## config.mk

```make
export PLATFORM = sky130hd
export DESIGN_NAME = ddr3_write
export DESIGN_NICKNAME = d
export VERILOG_FILES = /design/src/verilog/ddr_wr_pkg.sv /design/src/verilog/ddr3_write.sv
export SDC_FILE = /design/constraint.sdc
export NUM_CORES = 1
export LEC_CHECK = 0
export ABC_AREA = 0
export BUFFER_PORTS_ARGS = -buffer_cell sky130_fd_sc_hd__buf_2
export CORE_MARGIN = 3
export CORE_UTILIZATION = 48
export CTS_CLUSTER_SIZE = 10
export DETAILED_ROUTE_END_ITERATION = 8
export PLACE_DENSITY = 0.86
export SLEW_MARGIN = 5
export SYNTH_ARGS = -nofsm -noshare
export SYNTH_HDL_FRONTEND = slang
export SYNTH_SLANG_ARGS = --single-unit
```

## constraint.sdc

```tcl
create_clock -name clk -period 3.8 [get_ports clk]
set_input_delay 0.76 -clock clk [delete_from_list [all_inputs] [get_ports clk]]
set_output_delay 0.76 -clock clk [all_outputs]
set_load 0.005 [all_outputs]
```

## src/verilog/ddr_wr_pkg.sv

```systemverilog
package ddr_wr_pkg;

    localparam int ADDR_W         = 28;  // word address, 32-bit units
    localparam int WORDS_PER_BEAT = 8;   // 256-bit DDR beat
    localparam int MAX_CHUNK      = 16;  // controller burst limit in beats

    // AXI write address channel payload
    typedef struct packed {
        logic [3:0]        id;
        logic [ADDR_W-1:0] addr;   // word units
        logic [7:0]        len;    // beats minus one
        logic [1:0]        burst;  // only INCR exists on DDR
    } axi_aw_t;

    typedef struct packed {
        logic [31:0] data;
        logic [3:0]  strb;
        logic        last;
    } axi_w_t;

    typedef struct packed {
        logic [3:0] id;
        logic [1:0] resp;
    } axi_b_t;

    // one word on its way into the beat FIFO
    typedef struct packed {
        logic [31:0] data;
        logic [3:0]  strb;
    } fifo_word_t;

    typedef struct packed {
        logic [ADDR_W-1:0] addr;
        logic [3:0]        len;   // beats minus one
        logic [3:0]        id;
    } ddr_wa_t;

    typedef struct packed {
        logic [32*WORDS_PER_BEAT-1:0] data;
        logic [4*WORDS_PER_BEAT-1:0]  strb;
    } ddr_wd_t;

    typedef enum logic [2:0] {
        IDLE,
        WAIT,
        TRANS_ADDR,
        TRANS_DATA,
        AFTER,
        RESP
    } write_st_e;

endpackage

```

## src/verilog/ddr3_write.sv

```systemverilog
`timescale 1ns/1ps

module ddr3_write #(
    parameter int FIFO_BEATS = 32
) (
    input  logic                                                  clk,
    input  logic                                                  ddr_rstn_sync,

    input  ddr_wr_pkg::axi_aw_t                                   aw,
    input  logic                                                  aw_valid,
    output logic                                                  aw_ready,

    input  ddr_wr_pkg::axi_w_t                                    w,
    input  logic                                                  w_valid,
    output logic                                                  w_ready,

    output ddr_wr_pkg::axi_b_t                                    b,
    output logic                                                  b_valid,
    input  logic                                                  b_ready,

    output ddr_wr_pkg::ddr_wa_t                                   wa,
    output logic                                                  wa_valid,
    input  logic                                                  wa_ready,
    input  logic                                                  wd_ready,
    input  logic                                                  wd_last,

    output logic                                                  fifo_push,
    output ddr_wr_pkg::fifo_word_t                                fifo_word,
    input  logic [$clog2(FIFO_BEATS):0]                           beat_count,
    input  logic [$clog2(FIFO_BEATS*ddr_wr_pkg::WORDS_PER_BEAT):0] free_words
);

    localparam int AW = ddr_wr_pkg::ADDR_W;

    ddr_wr_pkg::write_st_e state;
    ddr_wr_pkg::write_st_e state_nxt;

    logic [3:0]    id_q;        // echoed on b
    logic [AW-1:0] chunk_addr;  // beat aligned
    logic [5:0]    beats_left;  // beats not yet sent to wa, at most 33
    logic [5:0]    chunk_beats;
    logic [2:0]    start_pad;
    logic [2:0]    end_pad;
    logic          last_seen;   // AXI last word taken

    logic [AW-1:0] end_addr;
    logic [AW-4:0] beat_span;
    logic          aw_fire;
    logic          w_fire;
    logic          wa_fire;
    logic          pad_start;
    logic          pad_end;
    logic          space;

    assign end_addr  = aw.addr + {{(AW-8){1'b0}}, aw.len};
    assign beat_span = end_addr[AW-1:3] - aw.addr[AW-1:3];

    assign aw_fire = aw_valid && aw_ready;
    assign w_fire  = w_valid && w_ready;
    assign wa_fire = wa_valid && wa_ready;
    assign space   = (free_words != '0);

    assign pad_start = (state == ddr_wr_pkg::WAIT) && (start_pad != 3'd0) && space;
    assign pad_end   = (state == ddr_wr_pkg::AFTER) && (end_pad != 3'd0) && space;

    // controller bursts are capped at MAX_CHUNK beats
    assign chunk_beats = (beats_left > 6'(ddr_wr_pkg::MAX_CHUNK)) ?
                         6'(ddr_wr_pkg::MAX_CHUNK) : beats_left;

    always_comb begin
        state_nxt = state;
        case (state)
            ddr_wr_pkg::IDLE: begin
                if (aw_fire) begin
                    state_nxt = ddr_wr_pkg::WAIT;
                end
            end
            ddr_wr_pkg::WAIT: begin
                if (start_pad == 3'd0 && beat_count >= chunk_beats) begin
                    state_nxt = ddr_wr_pkg::TRANS_ADDR;  // full chunk stored
                end else if (last_seen) begin
                    state_nxt = ddr_wr_pkg::AFTER;       // tail needs padding
                end
            end
            ddr_wr_pkg::AFTER: begin
                if (end_pad == 3'd0 && beat_count >= chunk_beats) begin
                    state_nxt = ddr_wr_pkg::TRANS_ADDR;
                end
            end
            ddr_wr_pkg::TRANS_ADDR: begin
                if (wa_fire) begin
                    state_nxt = ddr_wr_pkg::TRANS_DATA;
                end
            end
            ddr_wr_pkg::TRANS_DATA: begin
                if (wd_ready && wd_last) begin
                    // beats_left already dropped at the wa transfer
                    state_nxt = (beats_left == 6'd0) ? ddr_wr_pkg::RESP : ddr_wr_pkg::WAIT;
                end
            end
            ddr_wr_pkg::RESP: begin
                if (b_valid && b_ready) begin
                    state_nxt = ddr_wr_pkg::IDLE;
                end
            end
            default: state_nxt = ddr_wr_pkg::IDLE;
        endcase
    end

    always_ff @(posedge clk or negedge ddr_rstn_sync) begin
        if (!ddr_rstn_sync) begin
            state <= ddr_wr_pkg::IDLE;
        end else begin
            state <= state_nxt;
        end
    end

    always_ff @(posedge clk or negedge ddr_rstn_sync) begin
        if (!ddr_rstn_sync) begin
            beats_left <= '0;
            start_pad  <= '0;
            end_pad    <= '0;
            last_seen  <= 1'b0;
        end else if (aw_fire) begin
            beats_left <= beat_span[5:0] + 6'd1;
            start_pad  <= aw.addr[2:0];        // empty lanes before the data
            end_pad    <= 3'd7 - end_addr[2:0]; // empty lanes after it
            last_seen  <= 1'b0;
        end else begin
            if (wa_fire) begin
                beats_left <= beats_left - chunk_beats;
            end
            if (pad_start) begin
                start_pad <= start_pad - 3'd1;
            end
            if (pad_end) begin
                end_pad <= end_pad - 3'd1;
            end
            if (w_fire && w.last) begin
                last_seen <= 1'b1;
            end
        end
    end

    always_ff @(posedge clk) begin
        if (aw_fire) begin
            id_q       <= aw.id;
            chunk_addr <= {aw.addr[AW-1:3], 3'b000};
        end else if (wa_fire) begin
            chunk_addr <= chunk_addr + {{(AW-9){1'b0}}, chunk_beats, 3'b000};
        end
    end

    // pad words win over AXI data, they never overlap in time
    assign fifo_push      = pad_start || pad_end || w_fire;
    assign fifo_word.data = (pad_start || pad_end) ? 32'd0 : w.data;
    assign fifo_word.strb = (pad_start || pad_end) ? 4'd0 : w.strb;

    assign aw_ready = (state == ddr_wr_pkg::IDLE);
    assign w_ready  = (state == ddr_wr_pkg::WAIT) && (start_pad == 3'd0) && !last_seen && space;

    assign wa.addr  = chunk_addr;
    assign wa.len   = 4'(chunk_beats - 6'd1);
    assign wa.id    = id_q;
    assign wa_valid = (state == ddr_wr_pkg::TRANS_ADDR);

    assign b.id    = id_q;  // one burst in flight, no reordering
    assign b.resp  = 2'b00;
    assign b_valid = (state == ddr_wr_pkg::RESP);

endmodule

```

==> results of run 1 <==
[kinds of logic (layout without fill, tap and decap cells)]
group           after synthesis  in the layout  share of synthesized area [%]
buf+inv                      54            217                           6.75
fa+ha+maj                    38             38                           12.7
compound gates               99             99                           16.0
mux                          11             11                           3.15
xor+xnor                     33             33                           7.35
flops                        45             45                           32.3
other cells                   2              8                          0.191
simple gates                157            157                           21.6
[critical path, delay by kind of cell]
| kind | cells | cell delay [ps] |
|---|---|---|
| adders and majority gates | 5 | 1400 |
| xor gates and xnor gates | 2 | 320 |
| buffers and inverters | 4 | 270 |
| and+or+nand+nor | 4 | 500 |
| AOI/OAI and AO/OA | 3 | 420 |
[metrics by stage]
step / std cells / hold slack [ps] / power (mW) / area, sq um / setup slack (ps)
floorplan: 445 / 464 / 2.39 / 3950 / 374
global placement: 702 / 512 / 2.98 / 4830 / 143
detailed placement: 702 / 499 / 3.09 / 4830 / -18.2
CTS: 710 / 369 / 3.47 / 4940 / 300
global route: 710 / 377 / 3.79 / 4940 / 88.4
finish: 710 / 365 / 3.48 / 4940 / 304
[power breakdown]
part	internal, mW	leakage, nW	total [mW]	switching, mW
Clock	0.198	0.0554	0.379	0.181
Combinational	0.943	1.87	2.10	1.16
Sequential	0.796	0.468	1.01	0.209
Total	1.94	2.40	3.48	1.55
[worst min path at each step]
stage                   from  slack [ps]            end
5_1_grt        ddr_rstn_sync         380  beats_left[2]
2_1_floorplan  ddr_rstn_sync         460  beats_left[0]
4_1_cts        ddr_rstn_sync         370  beats_left[2]
3_5_place_dp       last_seen         500      last_seen
6_report       ddr_rstn_sync         370  beats_left[0]
3_3_place_gp       last_seen         510      last_seen
[cells in the mapped netlist (all sizes together), types with 3 or more instances]
master / instances
a211oi: 3
a21o: 7
a21oi: 22
a31oi: 6
and2: 37
and3: 4
buf: 18
clkbuf: 7
dfrtp: 16
edfxtp: 29
fa: 3
ha: 35
inv: 29
mux2: 5
mux2i: 6
nand2: 41
nand2b: 8
nand3: 14
nand4: 5
nor2: 22
nor3: 7
nor4: 6
o2111ai: 3
o211ai: 6
o21ai: 37
o22ai: 3
or4: 4
xnor2: 12
xor2: 21
[layer usage]
metal	part of all wire, %	wire length (microns)
met4	2.5	294
met3	8.0	936
met1	37	4400
met2	52	6140
met5	0	0
[placed cells by master (no fill, tap or decap), drive strengths merged, types with 2 or more instances in the layout]
| cell | instances |
|---|---|
| a211oi | 3 |
| a21o | 7 |
| a21oi | 22 |
| a31oi | 6 |
| and2 | 37 |
| and2b | 2 |
| and3 | 4 |
| buf | 180 |
| clkbuf | 6 |
| conb | 8 |
| dfrtp | 16 |
| edfxtp | 29 |
| fa | 3 |
| ha | 35 |
| inv | 29 |
| mux2 | 5 |
| mux2i | 6 |
| nand2 | 41 |
| nand2b | 8 |
| nand3 | 14 |
| nand4 | 5 |
| nor2 | 22 |
| nor3 | 7 |
| nor3b | 2 |
| nor4 | 6 |
| o2111ai | 3 |
| o211ai | 6 |
| o21a | 2 |
| o21ai | 37 |
| o221ai | 2 |
| o22ai | 3 |
| o31ai | 2 |
| o32ai | 2 |
| or3 | 2 |
| or4 | 4 |
| xnor2 | 12 |
| xor2 | 21 |
[final cells by class]
type,instances,area (sq um)
multi-input cells,346,2420
repair buffers,180,908
flip-flops and latches,45,1270
clock buffers,6,72.6
fillers,665,2900
well taps,102,128
clock inverters,2,38.8
inverters,29,109
[flip-flops by register name, indices dropped and copies added, names as in the netlist]
| signal | cells |
|---|---|
| chunk_addr | 25 |
| beats_left | 6 |
| end_pad | 3 |
| id_q | 4 |
| last_seen | 1 |
| state | 3 |
| start_pad | 3 |
==> results.yml, run 1 <==
layout:
  nNetsFinal: 747
  area_growth_pct: 25.8
  postLayoutCoreUtil_pct: 63.0
  drive_gt1_share_pct: 33.7
  n_antenna_cell: 0
clocking:
  h-tree-depth: 2
  cts_resized: 0
  clk_latency_ps: 310
  cts_buffer_depth: 2
  clock_sinks: 45
  cts_buffers: 5
  cts_setup_buffers: 0
  path_clk_slew_ps: 90
  postCtsHoldBufs: 0
  cts_tree: "yes"
  clockRootBuffer: "clkbuf_8"
worst_setup_path:
  crit_fanout: 2
  critical_path_class: "input pin to flip-flop"
  crit_path_end: "beats_left[5]"
  worstSetupStartpoint: "aw[10]"
  reg2reg_slack_ps: 480
  r2r-end: "chunk_addr[13]"
  cp-end-kind: "flip-flop"
  cp_data_required_time_ps: 3970
  cp_slowest_cell: "fa_1"
  rr_startpoint: "beats_left[4]"
  slowest_delay_ps: 390
  worstSetupStartpointType: "input pin"
  arrival_ps: 3670
  crit_chain: "buf_2 > ha_1 > inv_1 > fa_1 > nand2b_1 > nand2b_1 > nand2_1 > a21o_1 > ha_1 > inv_1 > ha_1 > inv_1 > fa_1 > nand2b_1 > a21oi_1 > xor2_1 > xnor2_1 > o21ai_0"
  reg2reg_depth: 10
sta:
  worst_pin_slew_ps: 1110
  finalCritPeriodShare_pct: 92.0
  rsz0062_at_grt: "false"
  timing.final.max_slew_violations: 0
  setup-tns-final_ps: 0
  finalSetupViolCount: 0
  hold_violations: 0
  max_freq_ghz: 0.286
  fin_crit_ps: 3500
  skew_ps: 10.4
  relSlewSlack_pct: 25.6
synth:
  netlist_area_sq_mm: 0.00393
  postSynthAreaPerCell_sq_um: 8.96
  synthCells: 439
  synth_async_sr_flop_share_pct: 35.6
  ys_ff_latch: 45
  synth_top_area_cell: "edfxtp_1"
  ys.flop_type: "edfxtp_1"
  yosysWarnings: 0
  synth_edf_count: 29
  yosysTopAreaCellShare_pct: 22.2
  synth_cell_types: 57
  ys_seq_area_share_pct: 32.3
  synthTopCellsByArea: "edfxtp_1 (22%), ha_1 (11%), dfrtp_1 (10%)"
place:
  gp_congestion: 0.906
  port_buffers: 177
  dp_hpwl_microns: 9360
status:
  status: "complete, no violations"
route:
  vias: 3915
  detail_route.iter0.violations: 253
  ant_nets: 0
  wire_per_inst_microns: 16.6
  finalWirelength_microns: 11800
  drc_errors: 0
  drt-vias-per-instance: 5.51
  dr.pass1.iters: 5
job:
  cap_violations: 0
global_route:
  met3_usage_pct: 3.10
  grt_start_max_net_pins: 38
  grt_busiest_layer: "met2"
  grt_overflow_total: 0
  grt_pass1_vias: 3724
  grt_util_met1_pct: 28.1
  grt_pass1_wl_microns: 17700
  grt_use_met2_pct: 46.8
  track_usage_pct: 24.4
  antenna_found_initial: 0
power:
  power.leakage_nw: 2.40
  power_density_mw_per_mm2: 704
  peakVddDrop_uv: 236
floorplanning:
  dieArea_sq_mm: 0.00931
  die_w_microns: 96.5
  start_util_pct: 50.1
  ios: 185
  row_count: 32
  core_area_sq_mm: 0.00785
  die_y_microns: 96.5
hold_path:
  hold_path_class: "input pin to async pin"
Note: power is estimated with default switching activity, not from simulation.
==> run 2: changes to the inputs <==
==> constraint.sdc (replaced) <==
create_clock -name clk -period 3.8 [get_ports clk]
set_input_delay 0.19 -clock clk [delete_from_list [all_inputs] [get_ports clk]]
set_output_delay 0.19 -clock clk [all_outputs]
set_load 0.005 [all_outputs]
==> results.yml, run 2 (synthesized netlist as in run 1, its figures left out) <==
layout:
  final_cell_mix: "buf_2 (177), nand2_1 (41), and2_1 (37), o21ai_0 (35), ha_1 (35)"
  n_antenna_cell: 0
  reg_top3: "chunk_addr: 25 flops, beats_left: 6 flops, id_q: 4 flops"
  multiInputGateArea_sq_mm: 0.00242
  mostFrequentLayoutCell: "buf_2"
  area_growth_pct: 25.2
  num-fill-cells: 674
  seqCellArea_sq_mm: 0.00127
  postLayoutCoreUtil_pct: 62.7
  regMostFlops: "chunk_addr"
  nNetsFinal: 747
  drive_gt1_share_pct: 33.4
  largest_register_ffs: 25
worst_setup_path:
  crit_chain: "or2_2 > inv_1 > and2_1 > ha_1 > fa_1 > a211oi_1 > o211ai_1 > nand4_1 > xor2_1 > a21oi_1"
  slowest_delay_ps: 470
  arrival_ps: 3300
  critPathBufInv: 1
  crit_fanout: 7
  critical_path_class: "flip-flop to flip-flop"
  crit_family: "compound AO/OA/AOI/OAI gates"
  cp_data_required_time_ps: 3860
  worstSetupStartpointType: "flip-flop"
  cp-end-kind: "flip-flop"
  cp_slowest_cell: "a211oi_1"
clocking:
  cts_buffer_depth: 2
  cts_tree: "yes"
  clk_latency_ps: 310
  cts_buffers: 5
  h-tree-depth: 2
  cts_resized: 0
  clockRootBuffer: "clkbuf_8"
  clock_sinks: 45
  cts_setup_buffers: 0
  path_clk_slew_ps: 90
power:
  clock_power_share_pct: 8.9
  peakVddDrop_uv: 228
  swShare_pct: 44.8
  seq_power_share_pct: 29.6
  p_switching_mw: 1.51
  power_density_mw_per_mm2: 686
  p_int_mw: 1.86
  combPwrFrac_pct: 61.6
  power.leakage_nw: 2.39
sta:
  relSlewSlack_pct: 25.9
  finalSetupViolCount: 0
  finalCritPeriodShare_pct: 85.4
  max_freq_ghz: 0.308
  setup-tns-final_ps: 0
  fin_ws_ps: 556
  timing.final.max_slew_violations: 0
  skew_ps: 11.8
  fin_crit_ps: 3240
  hold_violations: 0
  whs_ps: 60.3
  worst_pin_slew_ps: 1110
  rsz0062_at_grt: "false"
floorplanning:
  start_util_pct: 50.1
  ios: 185
  dieArea_sq_mm: 0.00931
  row_count: 32
  die_y_microns: 96.5
  core_area_sq_mm: 0.00785
  die_w_microns: 96.5
place:
  post-place-ws_ps: 602
  dp_hpwl_microns: 9130
  port_buffers: 177
  gp_congestion: 0.932
route:
  vias: 3862
  ant_nets: 0
  detail_route.iter0.violations: 225
  dr.pass1.iters: 5
  finalWirelength_microns: 11200
  drc_errors: 0
  wire_per_inst_microns: 15.7
  drt-vias-per-instance: 5.44
job:
  cap_violations: 0
global_route:
  track_usage_pct: 23.1
  grt_start_max_net_pins: 41
  grt_pass1_vias: 3616
  antenna_found_initial: 0
  grt_pass1_wl_microns: 16900
  grt_overflow_total: 0
hold_path:
  hold_path_class: "input pin to flip-flop"
status:
  status: "complete, no violations"
run 2: cell types whose count changed in the layout (fill, tap and decap cells not counted), sizes merged:
| cell | delta |
|---|---|
| clkinv | +1 |
| inv | +1 |
| bufinv | -1 |
| buf | -1 |
| dlygate4sd3 | +1 |
| clkbuf | -1 |
run 2: final timing paths:
kind,from,end,slack [ps],cells past startpoint
setup / recovery,beats_left[4],chunk_addr[25],560,10
hold / removal,aw[38],id_q[0],60,1
setup reg to reg,beats_left[4],chunk_addr[25],560,10
hold reg to reg,last_seen,last_seen,500,2
max in group asynchronous,ddr_rstn_sync,last_seen,3210,2
min in group asynchronous,ddr_rstn_sync,start_pad[1],330,2
run 2: area by class of cell:
cell class	instances	area share, %
Clock inverter	3	0.331
Tap cell	102	2.59
Inverter	29	2.21
Multi-Input combinational cell	346	49.1
Clock buffer	5	1.40
Timing Repair Buffer	180	18.5
Sequential cell	45	25.8
run 2: what timing repair did:
item | in CTS | in global routing
setup endpoints to repair | 0 | 0
hold buffers | 1 | 0
endpoints found under the hold margin | 16 | 0
run 2: power groups by stage:
stage	clock network (mW)	logic [mW]	registers, mW
6_report	0.300	2.08	0.998
4_1_cts	0.303	2.08	0.992
5_1_grt	0.328	2.34	1.03
3_3_place_gp	0	1.98	0.993
2_1_floorplan	0	1.45	0.947
3_5_place_dp	0	2.07	1.00
run 2: metrics by stage:
stage          power (mW)  area, sq um  instances
6_report             3.38         4920        710
5_1_grt              3.70         4920        710
4_1_cts              3.37         4920        710
3_5_place_dp         3.07         4830        701
3_3_place_gp         2.97         4830        701
2_1_floorplan        2.39         3950        445
run 2: per-layer routing:
metal / wire, microns / share of wire, % / vias up / track usage [%]
li1: - / - / 1877 / -
met1: 4290 / 38 / 1810 / 26.5
met2: 5970 / 53 / 163 / 45.2
met3: 764 / 6.8 / 12 / 2.71
met4: 146 / 1.3 / 0 / 5.37
met5: 0 / 0 / - / 0
run 2: worst reg2reg max path, stage by stage (launching register included):
cell and delay, ps:
dfrtp_1 420, or2_2 230, inv_1 140, and2_1 220
ha_1 250, fa_1 430, a211oi_1 480, o211ai_1 380
nand4_1 220, xor2_1 160, a21oi_1 80
